--- config.mk ---
export PLATFORM = sky130hd
export DESIGN_NAME = branch_target_cache
export DESIGN_NICKNAME = d
export VERILOG_FILES = /design/src/hdl/fetch_pkg.sv /design/src/hdl/branch_target_cache.sv
export SDC_FILE = /design/constraint.sdc
export NUM_CORES = 1
export LEC_CHECK = 0
export BUFFER_PORTS_ARGS = -buffer_cell sky130_fd_sc_hd__buf_4
export CORE_ASPECT_RATIO = 0.9
export CORE_UTILIZATION = 60
export DETAILED_ROUTE_END_ITERATION = 6
export HOLD_SLACK_MARGIN = 0.02
export PLACE_DENSITY_LB_ADDON = 0.12
export SETUP_SLACK_MARGIN = 0.2
export SLEW_MARGIN = 20
export SYNTH_ARGS = -nofsm -noshare
export SYNTH_HDL_FRONTEND = slang
export SYNTH_SLANG_ARGS = --single-unit
--- constraint.sdc ---
create_clock -name clock -period 11.6 [get_ports clock]
set_clock_uncertainty 0.05 [all_clocks]
set_input_delay 1.16 -clock clock [delete_from_list [all_inputs] [get_ports clock]]
set_output_delay 1.16 -clock clock [all_outputs]
set_load 0.05 [all_outputs]
--- src/hdl/fetch_pkg.sv ---
package fetch_pkg;

  localparam int addr_width = 32;
  localparam int fetch_bytes = 8;             // Two instructions per access.
  localparam int word_bits = fetch_bytes * 8;
  localparam int fetch_offset_bits = $clog2(fetch_bytes);
  localparam int mem_depth_log = 8;
  localparam int mem_depth = 1 << mem_depth_log;
  localparam int btc_index_bits = 4;
  localparam int btc_entries = 1 << btc_index_bits;
  localparam int btc_tag_bits = addr_width - btc_index_bits - fetch_offset_bits;
  localparam logic [addr_width-1:0] reset_pc = '0;

  typedef enum logic [1:0] {
    idle,
    busy,
    jump,
    inv
  } fetch_state_t;

  // Source of the next fetch address, highest priority first after sel_seq.
  typedef enum logic [2:0] {
    sel_seq,
    sel_trap,
    sel_mret,
    sel_pred,
    sel_miss,
    sel_jump,
    sel_fence
  } redirect_t;

  typedef struct packed {
    logic                  trap;
    logic                  mret;
    logic [addr_width-1:0] mtvec;
    logic [addr_width-1:0] mepc;
  } csr_ctrl_t;

  typedef struct packed {
    logic                  jump;
    logic [addr_width-1:0] jump_addr;
    logic                  fence;
    logic [addr_width-1:0] fence_npc;
    logic                  clear;
  } exec_ctrl_t;

  typedef struct packed {
    logic                  valid;
    logic [addr_width-1:0] pc;
    logic [addr_width-1:0] npc;
    logic [addr_width-1:0] target;
    logic                  taken;
  } resolve_t;

  typedef struct packed {
    logic [addr_width-1:0] get_pc;
    logic                  stall;
    logic                  clear;
    resolve_t              resolve;
  } btc_req_t;

  typedef struct packed {
    logic                  pred_branch;
    logic [addr_width-1:0] pred_baddr;  // Predicted target.
    logic [addr_width-1:0] pred_taddr;  // Pc of the predicted branch.
    logic                  pred_miss;
    logic [addr_width-1:0] pred_maddr;
  } btc_rsp_t;

  typedef struct packed {
    logic [btc_tag_bits-1:0] tag;
    logic [addr_width-1:0]   bpc;
    logic [addr_width-1:0]   target;
  } btc_entry_t;

  typedef struct packed {
    logic                  valid;
    logic                  fence;
    logic                  spec;
    logic [addr_width-1:0] addr;
  } mem_req_t;

  typedef struct packed {
    logic                 ready;
    logic [word_bits-1:0] rdata;
  } mem_rsp_t;

  typedef struct packed {
    logic                  valid;
    logic [addr_width-1:0] addr;   // Byte address.
    logic [word_bits-1:0]  data;
  } mem_load_t;

  typedef struct packed {
    logic [addr_width-1:0] pc;
    logic [word_bits-1:0]  rdata;
    logic                  ready;
    logic                  taken;
    logic [addr_width-1:0] tpc;
  } fetch_out_t;

  typedef struct packed {
    fetch_state_t          state;
    logic [addr_width-1:0] pc;     // Address of the request in flight.
    logic                  valid;
    logic                  fence;
    logic                  spec;
    logic                  taken;
    logic [addr_width-1:0] tpc;
  } fetch_reg_t;

  localparam fetch_reg_t fetch_reg_init = '{
    state: idle,
    pc: reset_pc,
    valid: 1'b0,
    fence: 1'b0,
    spec: 1'b0,
    taken: 1'b0,
    tpc: '0
  };

endpackage

--- src/hdl/branch_target_cache.sv ---
`timescale 1ns/1ps

module branch_target_cache (
  input  logic                 clock,
  input  logic                 reset,
  input  fetch_pkg::btc_req_t  req,
  output fetch_pkg::btc_rsp_t  rsp
);

  logic [fetch_pkg::btc_entries-1:0] valid_q;
  fetch_pkg::btc_entry_t entries_q [fetch_pkg::btc_entries];

  logic [fetch_pkg::btc_index_bits-1:0] get_idx;
  logic [fetch_pkg::btc_index_bits-1:0] upd_idx;
  logic [fetch_pkg::btc_tag_bits-1:0] get_tag;
  logic [fetch_pkg::btc_tag_bits-1:0] upd_tag;
  fetch_pkg::btc_entry_t get_entry;
  fetch_pkg::btc_entry_t upd_entry;
  fetch_pkg::btc_entry_t new_entry;
  logic get_hit;
  logic upd_hit;
  logic held_same;

  always_comb begin
    get_idx = req.get_pc[fetch_pkg::fetch_offset_bits +: fetch_pkg::btc_index_bits];
    get_tag = req.get_pc[fetch_pkg::addr_width-1 -: fetch_pkg::btc_tag_bits];
    upd_idx = req.resolve.pc[fetch_pkg::fetch_offset_bits +: fetch_pkg::btc_index_bits];
    upd_tag = req.resolve.pc[fetch_pkg::addr_width-1 -: fetch_pkg::btc_tag_bits];
    get_entry = entries_q[get_idx];
    upd_entry = entries_q[upd_idx];
    get_hit = valid_q[get_idx] && (get_entry.tag == get_tag);
    upd_hit = valid_q[upd_idx] && (upd_entry.tag == upd_tag);
    held_same = upd_hit && (upd_entry.target == req.resolve.target);
    new_entry.tag = upd_tag;
    new_entry.bpc = req.resolve.pc;
    new_entry.target = req.resolve.target;
  end

  // Lookup on the fetch pc.
  always_comb begin
    rsp.pred_branch = get_hit && !req.stall && !req.clear;
    rsp.pred_baddr = get_entry.target;
    rsp.pred_taddr = get_entry.bpc;
  end

  // Resolved outcome against what the table held.
  always_comb begin
    if (req.resolve.taken) begin
      rsp.pred_miss = req.resolve.valid && !held_same;
      rsp.pred_maddr = req.resolve.target;
    end else begin
      rsp.pred_miss = req.resolve.valid && upd_hit;
      rsp.pred_maddr = req.resolve.npc;
    end
  end

  always_ff @(posedge clock) begin
    if (!reset) begin
      valid_q <= '0;
    end else if (req.clear) begin
      valid_q <= '0;
    end else if (req.resolve.valid) begin
      if (req.resolve.taken) begin
        valid_q[upd_idx] <= 1'b1;
      end else if (upd_hit) begin
        valid_q[upd_idx] <= 1'b0;  // Only drop our own entry.
      end
    end
  end

  always_ff @(posedge clock) begin
    if (req.resolve.valid && req.resolve.taken) begin
      entries_q[upd_idx] <= new_entry;
    end
  end

endmodule

==> impl_results.rst <==
.. list-table::
   :header-rows: 1

   * - Metric
     - Value
   * - Result of the run
     - finished with violations
   * - Violations in the final reports
     - design-rule violations
   * - Post-CTS setup repair buffer count
     - 0
   * - Setup crit end kind
     - output port
   * - Classification of the worst setup path
     - input pin to output port
   * - Count of warnings emitted by yosys
     - 0
   * - Number of setup violations in the final report
     - 0
   * - Initial core utilization
     - around 60%
   * - Detailed-route via count
     - about 27000
   * - Cell count of the worst reg-to-reg path
     - 8
   * - Number of flip-flops and latches in the synthesized netlist
     - about 1000
   * - CTS Buffer Depth
     - 3
   * - Clock tree from TritonCTS
     - done
   * - Floorplan die area
     - about 82000 sq um
   * - Reg2reg setup slack
     - 8.26 ns
   * - Sort of element at the start of the critical path
     - input pin
   * - Post-synthesis area per instance
     - 20.27 sq um
   * - Number of standard cells after synthesis
     - 2397
   * - Relative max-transition margin
     - 20.20%
   * - Instance count after placement with tap cells included
     - between 3000 and 4000
   * - Number of gates given a new drive strength after cts
     - 0
   * - Commonest cells post-synth
     - edfxtp_1 (1024), mux4_2 (482), mux2i_1 (188), buf_2 (60), clkbuf_1 (58)
   * - Signed area change from the synthesized netlist to the final layout
     - 12.45%
   * - Clock-pin slew of the registers on the worst-case setup and hold paths
     - 0.06 ns
   * - Detailed-route vias per instance
     - between 7 and 8
   * - Setup TNS
     - 0 ns
   * - Initial antenna violation count
     - 4
   * - Count of unique library cells instantiated by Yosys
     - 76
   * - Transition time of the tightest slew-check pin
     - ~1.2 ns
   * - Final max-slew violation count
     - 0
   * - Final Non-Filler Cells
     - about 3800
   * - Cell-by-cell listing of the critical path
     - buf_6 -> buf_4 -> inv_2 -> nor2_2 -> a221oi_1 -> xnor2_1 -> nor3_1 -> and3_1 -> a41oi_1 -> mux2_4 -> buf_4
   * - Total routing usage reported by global routing
     - between 30% and 40%
   * - Number of optimization iterations in the first detailed-route pass
     - 7
   * - Top cell type by total area after synthesis
     - edfxtp_1
   * - Filler cell count in the final layout
     - between 5000 and 6000
   * - Fmax
     - around 140 MHz
   * - Placeable Area
     - ~80000 sq um
   * - Launching point of the worst reg2reg path
     - entries_q[2][67]
   * - Reg area
     - 31070 sq um
   * - Leading cell types by total area after synthesis
     - edfxtp_1 (63%), mux4_2 (22%), mux2i_1 (3.9%), a22oi_1 (0.87%), mux2_2 (0.76%)
   * - Max capacitance violation total
     - 0
   * - Footprint of the multi-input gates
     - ~17000 sq um
   * - Placed wire-length estimate
     - about 73 mm
   * - Critical path data arrival time
     - slightly above 6 ns
   * - Netlist area before placement
     - about 49000 sq um
   * - Sinks on Clock Net
     - roughly 1000
   * - Clk_lat worst skew
     - between 0.6 and 0.7 ns
   * - Hold Worst Slack
     - 0.5313 ns
   * - Post-synth ARST share
     - 0%
   * - Crit path largest cell delay
     - 0.98 ns
   * - Row cnt
     - approximately 100
   * - Power density over cell area
     - between 150 and 200 nW/um^2
   * - Count of hold-fix buffers inserted at cts
     - 0
   * - Largest registers in the final layout
     - entries_q: 1024 flops
   * - WL/cell
     - between 30 and 40 um
   * - First-pass GRT wire length
     - 192.9 mm
   * - Cell type of the slowest stage on the worst timing path
     - nor2_2
   * - Largest net degree at the start of global routing
     - around 120
   * - Number of nets still failing antenna checks after routing
     - 0
   * - Placer Congestion
     - between 0.8 and 0.9
   * - Hold path cells
     - 2
   * - Total congestion overflow
     - 0
   * - Die outline width
     - 301.9 um
   * - Largest register by flop count
     - entries_q
   * - Most numerous cell in the Yosys netlist
     - edfxtp_1
   * - Total power after layout
     - about 0.0085 W
   * - Wirelength, routed
     - 132.5 mm
   * - Worst min path class
     - register to register
   * - Final Hold Violating Endpoints
     - 0
   * - Count of flip-flops with a built-in enable after synthesis
     - slightly above 1000
   * - Cell with the most instances on the worst path
     - buf_4
   * - Setup repair after global routing missed its margin
     - no
   * - Period minus WS final
     - 7.296 ns
   * - Number of CTS-inserted buffers
     - 103
   * - Iteration-0 DRC Markers
     - between 3000 and 4000
   * - Portion of synthesized cell area occupied by the leading cell type
     - between 60% and 70%
   * - CP bufs+invs
     - 4
   * - Die Ht
     - 271.9 um
   * - Count of pins on the block boundary
     - roughly 230
   * - Via count of the first global-routing pass
     - about 28000
   * - Leakage power total
     - about 18 nW
   * - Worst IR drop on VDD
     - around 130 uV
   * - Most instantiated flip-flop cell in the synthesis netlist
     - edfxtp_1
   * - Total nets after synthesis
     - about 2500
   * - Maximum fanout encountered on the critical timing path
     - between 60 and 70
   * - Crit-path leading delay family
     - buffers and inverters
   * - Final cycle utilization of the critical path
     - about 63%
   * - Port Buffer Count
     - between 200 and 250
   * - Htree depth
     - 3
   * - Share of the yosys chip area belonging to registers
     - 63.96%
   * - Total DRC errors in the routed layout
     - 10
   * - Required time at the endpoint of the critical path
     - between 10 and 15 ns
   * - Proportion of layout cells with a drive suffix above 1
     - between 30% and 40%
   * - Total Nets Final
     - around 2800
   * - Fin util
     - between 60% and 70%
   * - Cell at the root of the clock tree
     - clkbuf_16
   * - Largest register FFs
     - 1024
-- area by class of cell --
class / count / share of cell area, %
antenna: 2 / 0.009162
clock buffer: 118 / 4.899
clock inverter: 73 / 1.299
inverter: 13 / 0.08933
multi-input combinational: 1177 / 30.33
sequential: 1040 / 56.88
tap: 1050 / 2.405
timing repair buffer: 283 / 4.086
-- worst min-delay path: cells and delay by family, from the launching register on --
family,cells,cell delay [ns]
AOI/OAI and AO/OA,2,0.21
DFF,1,0.32
-- power by group --
part           total (W)  leakage (nW)  switching [W]  internal, W
logic           0.000903          6.87       0.000549     0.000354
registers        0.00419          9.35      0.0000179      0.00417
clock network    0.00336          1.66        0.00144      0.00193
-- per-layer routing --
metal / vias to the layer above / GRT usage, % / wire length (um)
met2: 1693 / 51.78 / 63980
met4: 4 / 9.995 / 4099
li1: 10858 / - / -
met3: 298 / 7.035 / 14310
met1: 14424 / 47.40 / 50050
met5: - / 0 / 25
-- through the flow --
| step | worst slack [ns] | area [sq um] |
|---|---|---|
| 2_1_floorplan | 5.359 | 48580 |
| 3_3_place_gp | 4.421 | 51170 |
| 3_5_place_dp | 4.368 | 51210 |
| 4_1_cts | 4.361 | 54590 |
| 5_1_grt | 4.195 | 54620 |
| 6_report | 4.304 | 54620 |
-- layout by cell type, fill, tap and decap left out, drive strengths merged, types with 40 or more instances in the layout --
cell       n
mux2i    188
mux4     484
clkbuf   118
nand2     47
clkinv    53
buf      283
edfxtp  1024
xnor2     40
a22oi     58
nor2      42
o21ai     42
-- worst max-delay path by stage --
| stage | from | to | slack, ns | cells past startpoint |
|---|---|---|---|---|
| after global placement | req[71] | rsp[32] | 4.42 | 11 |
| after detailed placement | req[71] | rsp[32] | 4.37 | 11 |
| after floorplan | req[103] | rsp[97] | 5.36 | 8 |
| final | req[71] | rsp[32] | 4.30 | 11 |
| after CTS | req[71] | rsp[32] | 4.36 | 11 |
| after global routing | req[71] | rsp[32] | 4.20 | 11 |
-- logic make-up after synthesis --
| group | synth area share (%) |
|---|---|
| compound gates | 3.552 |
| xor+xnor | 1.244 |
| buf+inv | 2.218 |
| flops | 63.96 |
| mux | 27.12 |
| simple gates | 1.906 |
(Power assumes the default switching activity.)
