--- src/hdl/fetch_pkg.sv ---
package fetch_pkg;

  localparam int addr_width = 32;
  localparam int fetch_bytes = 8;             // Two instructions per access.
  localparam int word_bits = fetch_bytes * 8;
  localparam int fetch_offset_bits = $clog2(fetch_bytes);
  localparam int mem_depth_log = 8;
  localparam int mem_depth = 1 << mem_depth_log;
  localparam int btc_index_bits = 4;
  localparam int btc_entries = 1 << btc_index_bits;
  localparam int btc_tag_bits = addr_width - btc_index_bits - fetch_offset_bits;
  localparam logic [addr_width-1:0] reset_pc = '0;

  typedef enum logic [1:0] {
    idle,
    busy,
    jump,
    inv
  } fetch_state_t;

  // Source of the next fetch address, highest priority first after sel_seq.
  typedef enum logic [2:0] {
    sel_seq,
    sel_trap,
    sel_mret,
    sel_pred,
    sel_miss,
    sel_jump,
    sel_fence
  } redirect_t;

  typedef struct packed {
    logic                  trap;
    logic                  mret;
    logic [addr_width-1:0] mtvec;
    logic [addr_width-1:0] mepc;
  } csr_ctrl_t;

  typedef struct packed {
    logic                  jump;
    logic [addr_width-1:0] jump_addr;
    logic                  fence;
    logic [addr_width-1:0] fence_npc;
    logic                  clear;
  } exec_ctrl_t;

  typedef struct packed {
    logic                  valid;
    logic [addr_width-1:0] pc;
    logic [addr_width-1:0] npc;
    logic [addr_width-1:0] target;
    logic                  taken;
  } resolve_t;

  typedef struct packed {
    logic [addr_width-1:0] get_pc;
    logic                  stall;
    logic                  clear;
    resolve_t              resolve;
  } btc_req_t;

  typedef struct packed {
    logic                  pred_branch;
    logic [addr_width-1:0] pred_baddr;  // Predicted target.
    logic [addr_width-1:0] pred_taddr;  // Pc of the predicted branch.
    logic                  pred_miss;
    logic [addr_width-1:0] pred_maddr;
  } btc_rsp_t;

  typedef struct packed {
    logic [btc_tag_bits-1:0] tag;
    logic [addr_width-1:0]   bpc;
    logic [addr_width-1:0]   target;
  } btc_entry_t;

  typedef struct packed {
    logic                  valid;
    logic                  fence;
    logic                  spec;
    logic [addr_width-1:0] addr;
  } mem_req_t;

  typedef struct packed {
    logic                 ready;
    logic [word_bits-1:0] rdata;
  } mem_rsp_t;

  typedef struct packed {
    logic                  valid;
    logic [addr_width-1:0] addr;   // Byte address.
    logic [word_bits-1:0]  data;
  } mem_load_t;

  typedef struct packed {
    logic [addr_width-1:0] pc;
    logic [word_bits-1:0]  rdata;
    logic                  ready;
    logic                  taken;
    logic [addr_width-1:0] tpc;
  } fetch_out_t;

  typedef struct packed {
    fetch_state_t          state;
    logic [addr_width-1:0] pc;     // Address of the request in flight.
    logic                  valid;
    logic                  fence;
    logic                  spec;
    logic                  taken;
    logic [addr_width-1:0] tpc;
  } fetch_reg_t;

  localparam fetch_reg_t fetch_reg_init = '{
    state: idle,
    pc: reset_pc,
    valid: 1'b0,
    fence: 1'b0,
    spec: 1'b0,
    taken: 1'b0,
    tpc: '0
  };

endpackage

--- src/hdl/fetch_stage.sv ---
`timescale 1ns/1ps

module fetch_stage (
  input  logic                   clock,
  input  logic                   reset,
  input  fetch_pkg::csr_ctrl_t   csr,
  input  fetch_pkg::exec_ctrl_t  exec,
  input  fetch_pkg::resolve_t    resolve,
  input  fetch_pkg::btc_rsp_t    btc_rsp,
  output fetch_pkg::btc_req_t    btc_req,
  input  fetch_pkg::mem_rsp_t    mem_rsp,
  output fetch_pkg::mem_req_t    mem_req,
  output fetch_pkg::fetch_out_t  y,
  output fetch_pkg::fetch_out_t  q
);

  fetch_pkg::fetch_reg_t r;
  fetch_pkg::fetch_reg_t v;
  fetch_pkg::fetch_out_t q_r;
  fetch_pkg::redirect_t sel;
  logic [fetch_pkg::addr_width-1:0] target;
  logic advance;
  logic squash;
  logic beat;

  // A response is consumed only in busy.
  assign advance = (r.state == fetch_pkg::busy) && mem_rsp.ready;

  always_comb begin
    btc_req.get_pc = r.pc;
    btc_req.stall = !advance;
    btc_req.clear = exec.clear;
    btc_req.resolve = resolve;
  end

  always_comb begin
    if (csr.trap) begin
      sel = fetch_pkg::sel_trap;
    end else if (csr.mret) begin
      sel = fetch_pkg::sel_mret;
    end else if (btc_rsp.pred_branch) begin
      sel = fetch_pkg::sel_pred;
    end else if (btc_rsp.pred_miss) begin
      sel = fetch_pkg::sel_miss;
    end else if (exec.jump) begin
      sel = fetch_pkg::sel_jump;
    end else if (exec.fence) begin
      sel = fetch_pkg::sel_fence;
    end else begin
      sel = fetch_pkg::sel_seq;
    end
  end

  always_comb begin
    case (sel)
      fetch_pkg::sel_trap:  target = csr.mtvec;
      fetch_pkg::sel_mret:  target = csr.mepc;
      fetch_pkg::sel_pred:  target = btc_rsp.pred_baddr;
      fetch_pkg::sel_miss:  target = btc_rsp.pred_maddr;
      fetch_pkg::sel_jump:  target = exec.jump_addr;
      fetch_pkg::sel_fence: target = exec.fence_npc;
      default: target = r.pc + fetch_pkg::addr_width'(fetch_pkg::fetch_bytes);
    endcase
  end

  // Everything except a prediction kills the fetch in flight.
  assign squash = (sel != fetch_pkg::sel_seq) && (sel != fetch_pkg::sel_pred);

  always_comb begin
    v = r;
    v.valid = 1'b0;
    v.fence = 1'b0;
    v.spec = 1'b0;
    beat = 1'b0;
    case (r.state)
      fetch_pkg::idle: begin
        if (squash) begin
          v.pc = target;
        end
        if (!exec.clear) begin
          v.state = fetch_pkg::busy;
          v.valid = 1'b1;
          v.spec = squash;
          v.fence = (sel == fetch_pkg::sel_fence);
        end
      end
      fetch_pkg::busy: begin
        if (mem_rsp.ready) begin
          beat = !squash;
          v.pc = target;
          v.valid = 1'b1;
          v.spec = (sel != fetch_pkg::sel_seq);
          v.fence = (sel == fetch_pkg::sel_fence);  // Issued next cycle, memory idle.
          v.taken = (sel == fetch_pkg::sel_pred);
          v.tpc = (sel == fetch_pkg::sel_pred) ? btc_rsp.pred_taddr : '0;
        end else if (squash) begin
          v.pc = target;
          v.state = (sel == fetch_pkg::sel_fence) ? fetch_pkg::inv : fetch_pkg::jump;
        end
      end
      fetch_pkg::jump, fetch_pkg::inv: begin
        // Newer redirects overwrite the pending address.
        if (squash) begin
          v.pc = target;
          if (sel == fetch_pkg::sel_fence) begin
            v.state = fetch_pkg::inv;
          end
        end
        if (mem_rsp.ready) begin
          v.fence = (v.state == fetch_pkg::inv);
          v.state = fetch_pkg::busy;
          v.valid = 1'b1;
          v.spec = 1'b1;
          v.taken = 1'b0;
          v.tpc = '0;
        end
      end
      default: begin
      end
    endcase
  end

  always_comb begin
    mem_req.valid = r.valid;
    mem_req.fence = r.fence;
    mem_req.spec = r.spec;
    mem_req.addr = r.pc;
    y.pc = r.pc;
    y.rdata = mem_rsp.rdata;
    y.ready = beat;
    y.taken = r.taken;
    y.tpc = r.tpc;
  end

  assign q = q_r;

  always_ff @(posedge clock) begin
    if (!reset) begin
      r <= fetch_pkg::fetch_reg_init;
      q_r <= '0;
    end else begin
      r <= v;
      q_r <= y;
    end
  end

endmodule

--- config.mk ---
export PLATFORM = sky130hd
export DESIGN_NAME = fetch_stage
export DESIGN_NICKNAME = d
export VERILOG_FILES = /design/src/hdl/fetch_pkg.sv /design/src/hdl/fetch_stage.sv
export SDC_FILE = /design/constraint.sdc
export NUM_CORES = 1
export LEC_CHECK = 0
export BUFFER_PORTS_ARGS = -buffer_cell sky130_fd_sc_hd__buf_2
export CORE_AREA = 5 5 313 315
export CTS_CLUSTER_SIZE = 10
export DETAILED_ROUTE_END_ITERATION = 8
export DIE_AREA = 0 0 318 320
export GPL_TIMING_DRIVEN = 1
export HOLD_SLACK_MARGIN = 0.03
export PLACE_DENSITY_LB_ADDON = 0.08
export SLEW_MARGIN = 15
export SYNTH_ARGS = -nofsm -noshare
export SYNTH_HDL_FRONTEND = slang
export SYNTH_SLANG_ARGS = --single-unit
--- constraint.sdc ---
create_clock -name clock -period 2.55 [get_ports clock]
set_clock_uncertainty 0.15 [all_clocks]
set_input_delay 0.255 -clock clock [delete_from_list [all_inputs] [get_ports clock]]
set_output_delay 0.255 -clock clock [all_outputs]
set_load 0.01 [all_outputs]
==> results.yml, run 1 <==
timing:
  max_freq_ghz: 0.425
  worstMarginPinSlew_ns: 1.06
  hold_violations: 0
  period_minus_slack_ns: 2.35
  whs_ns: 0.0759
  slew_headroom_pct: 27.5
  drv_slew: 0
  fin_ws_ns: 0.199
  setup_viol: 0
  period_share_pct: 92.2
  grt_setup_unrepaired: "false"
  fin_tns_setup_ns: 0
route:
  drtAntennaViolNets: 0
  wl_per_cell_um: 23.3
  dr.first_iter.drc_count: 430
  vias_per_cell: 3.44
  vias: 9947
  drt_pass1_iterations: 5
  wirelength_um: 67500
  drc: 0
cts:
  path_clk_slew_ns: 0.09
  tritoncts: "yes"
  cts_sinks: 200
  cts.repair.resized: 0
  hold_buffers: 129
  ctsHtreeMaxLevel: 4
  clockRootBuffer: "clkbuf_16"
  cts-buffers-inserted: 17
  cts_setup_buffers: 0
  clkLatencyLatePin_ns: 0.49
  clock_path_buffers: 2
synthesis:
  synth.distinct_cells: 75
  synth_edf_count: 0
  synth_ff_type: "dfxtp_1"
  async_flop_share_pct: 0
  synth_warnings: 0
  ys_seq_elements: 200
  synth_cells: 1121
  syn-cell-area_um2: 10200
  seq_area_frac_synth_pct: 39.1
  syn-num-nets: 1518
  avgSynthCellArea_um2: 9.14
worst_setup_path:
  worstSetupEndpointType: "flip-flop"
  regToRegEndpoint: "btc_req[113]"
  critPathRequiredTime_ns: 2.84
  rrSetupSlack_ns: 0.30
  cp_max_fo: 80
  criticalPathCategory: "in2reg"
  cp_slowest_stage_delay_ns: 0.59
  cp_slowest_cell: "dlygate4sd3_1"
  cp_cell_sequence: "dlygate4sd3_1 > buf_4 > buf_4 > and2_1 > a22o_1 > dlygate4sd3_1"
  r2r.worst_path.cells: 6
  startpoint_type: "primary input"
  reg2reg_from: "r[68]"
  worstPathArrival_ns: 2.64
power_and_ir_drop:
  p_sw_uw: 2600
  peakVddDrop_mv: 0.494
  combPwrFrac_pct: 21.8
  power_leakage_uw: 0.00706
  power_density_nw_per_um2: 532
  p_int_uw: 5370
  seq_power_share_pct: 42.2
  p_sw_share_pct: 32.6
  power.share.clock_pct: 35.9
placed_design:
  preCtsSetupSlack_ns: -0.261
  gp_congestion: 0.852
  io_buffer_count: 626
  post-dp-hpwl_um: 57200
grt:
  antenna_found_initial: 10
  grt_overflow: 0
  grt_usage_pct: 12.7
  grt_pass1_vias: 10600
  grt_pass1_wl_um: 91200
  grt_max_degree: 81
die:
  die_x_um: 318
  row_count: 113
  io_pins: 823
  design.core.area_um2: 94600
  dieArea_um2: 102000
  die_h_um: 320
  start_util_pct: 10.8
run:
  drv_cap: 0
hold_path:
  whs_endpoint: "btc_req[122]"
  hp-start: "exec[23]"
  whs_path_depth: 4
  hold_class: "in2reg"
finish:
  drive_above_1_share_pct: 47.4
  num-fill-cells: 10700
  fin_nets: 2012
  syn2layout_area_growth_pct: 46.2
outcome:
  status: "complete, no violations"
==> stage by stage <==
stage | area [um^2] | power (uW) | util (%) | instances
4_1_cts | 15000 | 8280 | 15.8 | 2893
3_3_place_gp | 13100 | 5120 | 13.9 | 2732
2_1_floorplan | 10200 | 4440 | - | 1121
6_report | 15000 | 7960 | 15.8 | 2895
5_1_grt | 15000 | 8470 | 15.8 | 2893
3_5_place_dp | 13100 | 5100 | 13.9 | 2732
==> per-layer routing <==
metal	global-route usage [%]	vias to the layer above	routed length, um
li1	-	4604	-
met1	12.7	4699	23500
met2	24.5	597	36400
met3	4.93	43	5950
met4	3.72	4	1540
met5	0.185	-	39
==> flip-flops by register name, indices dropped and copies added (netlist names) <==
register / cells
btc_req: 32
mem_req: 3
q: 130
r: 2
y: 33
==> cells in the final DEF (no fill, tap or decap), types with 5 or more instances in the layout <==
| master | instances |
|---|---|
| dlygate4sd3_1 | 129 |
| nand3b_1 | 14 |
| a22oi_1 | 23 |
| and2_1 | 122 |
| nor2_1 | 21 |
| a21o_1 | 11 |
| a2bb2oi_1 | 5 |
| a21oi_1 | 35 |
| a222oi_1 | 10 |
| and4_1 | 5 |
| dfxtp_1 | 200 |
| inv_1 | 11 |
| nand4_1 | 15 |
| a22o_1 | 44 |
| a211oi_1 | 9 |
| a221oi_1 | 5 |
| o21ai_0 | 27 |
| o211a_1 | 13 |
| buf_2 | 625 |
| clkbuf_16 | 17 |
| nor3_1 | 11 |
| o21a_1 | 5 |
| nand3_1 | 17 |
| a41oi_1 | 6 |
| a31oi_1 | 9 |
| buf_4 | 79 |
| nand2_1 | 48 |
| and3_1 | 8 |
| a2111oi_0 | 6 |
==> power groups by stage <==
stage / clock network, uW / logic, uW / registers, uW
2_1_floorplan: 0 / 950 / 3490
3_3_place_gp: 0 / 1670 / 3450
3_5_place_dp: 0 / 1650 / 3450
4_1_cts: 3090 / 1820 / 3370
5_1_grt: 3180 / 1910 / 3390
6_report: 2860 / 1740 / 3360
==> critical path: cells and delay by family <==
family,cells,cell delay [ns]
compound gates,1,0.12
buf+inv,4,1.98
simple gates,1,0.25
==> cells by family (layout without fill, tap and decap cells) <==
kind of cell	count (synthesis)	in the layout	synth area share (%)
buffers and inverters	375	882	25.5
and+or+nand+nor	303	303	17.4
AOI/OAI and AO/OA	239	239	17.7
DFF	200	200	39.1
xor gates and xnor gates	2	2	0.171
adders and majority gates	1	1	0.122
muxes	1	1	0.0977
other	0	2	0
==> cell type report <==
cell class | instances | area [um^2] | area share [%]
timing repair buffer | 837 | 5090 | 34.0
sequential | 200 | 4000 | 26.7
inverter | 13 | 48.8 | 0.326
multi-input combinational | 546 | 3660 | 24.5
clock buffer | 18 | 429 | 2.86
antenna | 2 | 5.00 | 0.0334
clock inverter | 14 | 155 | 1.04
tap | 1265 | 1580 | 10.6
==> worst max-delay path by stage <==
| stage | startpoint | to | depth (start not counted) |
|---|---|---|---|
| floorplan | btc_req[103] | btc_req[121] | 6 |
| finish | reset | y[31] | 6 |
| CTS | reset | y[30] | 6 |
| global route | reset | y[30] | 6 |
| detailed placement | csr[65] | btc_req[111] | 8 |
| global placement | csr[65] | btc_req[111] | 8 |
==> synthesized netlist by cell type, types with 4 or more instances <==
master,instances,area [um^2]
nand3_1,17,85.1
and2_1,122,763
and4_1,5,43.8
buf_2,25,125
clkbuf_1,31,116
a21oi_1,35,175
buf_4,298,2240
a41oi_1,6,52.6
a221oi_1,5,43.8
o221a_2,4,45.0
a22oi_1,23,173
a21o_1,11,82.6
o21a_1,5,37.5
a222oi_1,10,100
a22o_1,44,385
a211oi_1,9,67.6
nand4_1,15,93.8
dfxtp_1,200,4000
nor2_1,21,78.8
and3_1,8,50.1
or2_2,4,25.0
a2bb2oi_1,5,43.8
nand3b_1,14,105
nand2_1,48,180
o21ai_0,27,135
a2111oi_0,6,52.6
o22ai_1,4,25.0
inv_1,11,41.3
a31oi_1,9,56.3
nor2_2,4,25.0
nor3_1,13,65.1
nand2b_1,4,25.0
o211a_1,13,130
No activity file was read; power rests on OpenSTA's default activity.
==> run 2, diff against run 1 <==
- RECOVER_POWER: unset -> 100
==> run 2 against run 1 <==
  * Fmax decreased by 3.5%
  * Cell area is 3.3% lower
  * Total power decreased by 1.2%
  * Highest routed layer unchanged
  * Largest cell class unchanged
  * Largest power group unchanged
  * First-iteration DRC count down 4.4%
  * Critical path type unchanged
==> results.yml, run 2 (synthesis results as in run 1) <==
outcome:
  status: "complete, no violations"
power_and_ir_drop:
  power_leakage_uw: 0.00579
  peakVddDrop_mv: 0.494
  power_density_nw_per_um2: 543
placed_design:
  place_inst: 2732
  placed_area_um2: 13100
  post-dp-hpwl_um: 57200
  io_buffer_count: 626
  gp_congestion: 0.852
  preCtsSetupSlack_ns: -0.261
finish:
  stdcell_count: 2896
  final_common_cell: "clkbuf_1"
  fin_area_um2: 14500
  utilization_pct: 15.3
  final_cell_mix: "clkbuf_1, buf_2, dfxtp_1"
  fin_nets: 2012
  num-fill-cells: 10900
  syn2layout_area_growth_pct: 41.4
  largest_reg_flops: 130
  drive_above_1_share_pct: 26.9
route:
  drtAntennaViolNets: 0
  wirelength_um: 67700
  vias_per_cell: 3.43
  drc: 0
  drt_pass1_iterations: 5
  vias: 9941
  dr.first_iter.drc_count: 411
  wl_per_cell_um: 23.4
cts:
  cts_sinks: 200
  clock_path_buffers: 2
  cts-buffers-inserted: 17
  ctsHtreeMaxLevel: 4
  cts.repair.resized: 0
  clkLatencyLatePin_ns: 0.49
  path_clk_slew_ns: 0.09
  cts_setup_buffers: 0
  clockRootBuffer: "clkbuf_16"
  tritoncts: "yes"
timing:
  worstMarginPinSlew_ns: 1.20
  max_freq_ghz: 0.410
  drv_slew: 0
  setup_viol: 0
  period_minus_slack_ns: 2.44
  whs_ns: 0.0742
  slew_headroom_pct: 20.1
  hold_violations: 0
  period_share_pct: 95.6
  grt_setup_unrepaired: "false"
  fin_ws_ns: 0.113
grt:
  grt_overflow: 0
  antenna_found_initial: 10
  grt_usage_pct: 12.7
  grt_pass1_vias: 10600
  grt_max_degree: 81
  grt_pass1_wl_um: 91200
die:
  die_h_um: 320
  start_util_pct: 10.8
  design.core.area_um2: 94600
  io_pins: 823
  die_x_um: 318
  row_count: 113
  dieArea_um2: 102000
worst_setup_path:
  worst-path-buf-inv: 5
  criticalPathCategory: "in2reg"
  worstPathArrival_ns: 2.68
  r2r.worst_path.cells: 6
  reg2reg_from: "btc_req[103]"
  critPathRequiredTime_ns: 2.79
  cp_slowest_cell: "clkbuf_1"
  regToRegEndpoint: "btc_req[121]"
  worstSetupEndpointType: "flip-flop"
  cp_max_fo: 14
  cp_slowest_stage_delay_ns: 0.69
  startpoint_type: "primary input"
  cpLargestDelayFamily: "buffers and inverters"
  rrSetupSlack_ns: 0.20
  cp_cell_sequence: "dlygate4sd3_1 > buf_4 > inv_1 > clkbuf_1 > nor3_2 > clkbuf_2 > a21o_1 > a22o_1"
hold_path:
  whs_path_depth: 4
  whs_endpoint: "btc_req[122]"
  hp-start: "exec[23]"
  hold_class: "in2reg"
run:
  drv_cap: 0
[run 2: final cells by class]
type                       instances  area, um^2  area share (%)
tap                             1265        1580            10.9
sequential                       200        4000            27.6
antenna                            3        7.51          0.0518
timing repair buffer             837        4610            31.8
clock buffer                      18         429            2.96
clock inverter                    14         155            1.07
inverter                          13        48.8           0.337
multi-input combinational        546        3650            25.2
[run 2: metrics by stage]
stage	total power [uW]	setup TNS, ns
after CTS	8280	0
after global routing	8370	0
final	7870	0
after floorplan	4440	0
after detailed placement	5100	-0.397
after global placement	5120	-0.347
[run 2: report_power, final]
part,switching [uW],internal [uW],leakage (uW)
clock,1550,1310,0.000276
sequential,95.6,3270,0.00164
combinational,966,675,0.00387
[run 2: layer usage]
layer  GRT usage (%)  vias to the layer above  part of all wire (%)
met5           0.185                        -                 0.058
met4            3.72                        4                   2.4
met3            4.93                       46                   8.8
met2            24.5                      586                    54
met1            12.7                     4697                    35
li1                -                     4608                     -
[run 2: timing repair]
action	in CTS	in global routing
endpoints found under the hold margin	117	0
setup endpoints to repair	0	0
hold buffers	129	0
[run 2: how the worst max path moves through the flow]
stage | startpoint | cells past startpoint | endpoint | slack, ns
global placement | csr[65] | 8 | btc_req[111] | -0.28
detailed placement | csr[65] | 8 | btc_req[111] | -0.26
global route | reset | 6 | y[30] | 0.03
CTS | reset | 6 | y[30] | 0.07
finish | reset | 8 | btc_req[112] | 0.11
floorplan | btc_req[103] | 6 | btc_req[121] | 0.58
[run 2: worst register-to-register path, delay by kind of cell, from the launching register on]
kind | cells | cell delay (ns)
DFF | 1 | 0.34
adders and majority gates | 1 | 0.24
and+or+nand+nor | 4 | 1.41
AOI/OAI and AO/OA | 1 | 0.14
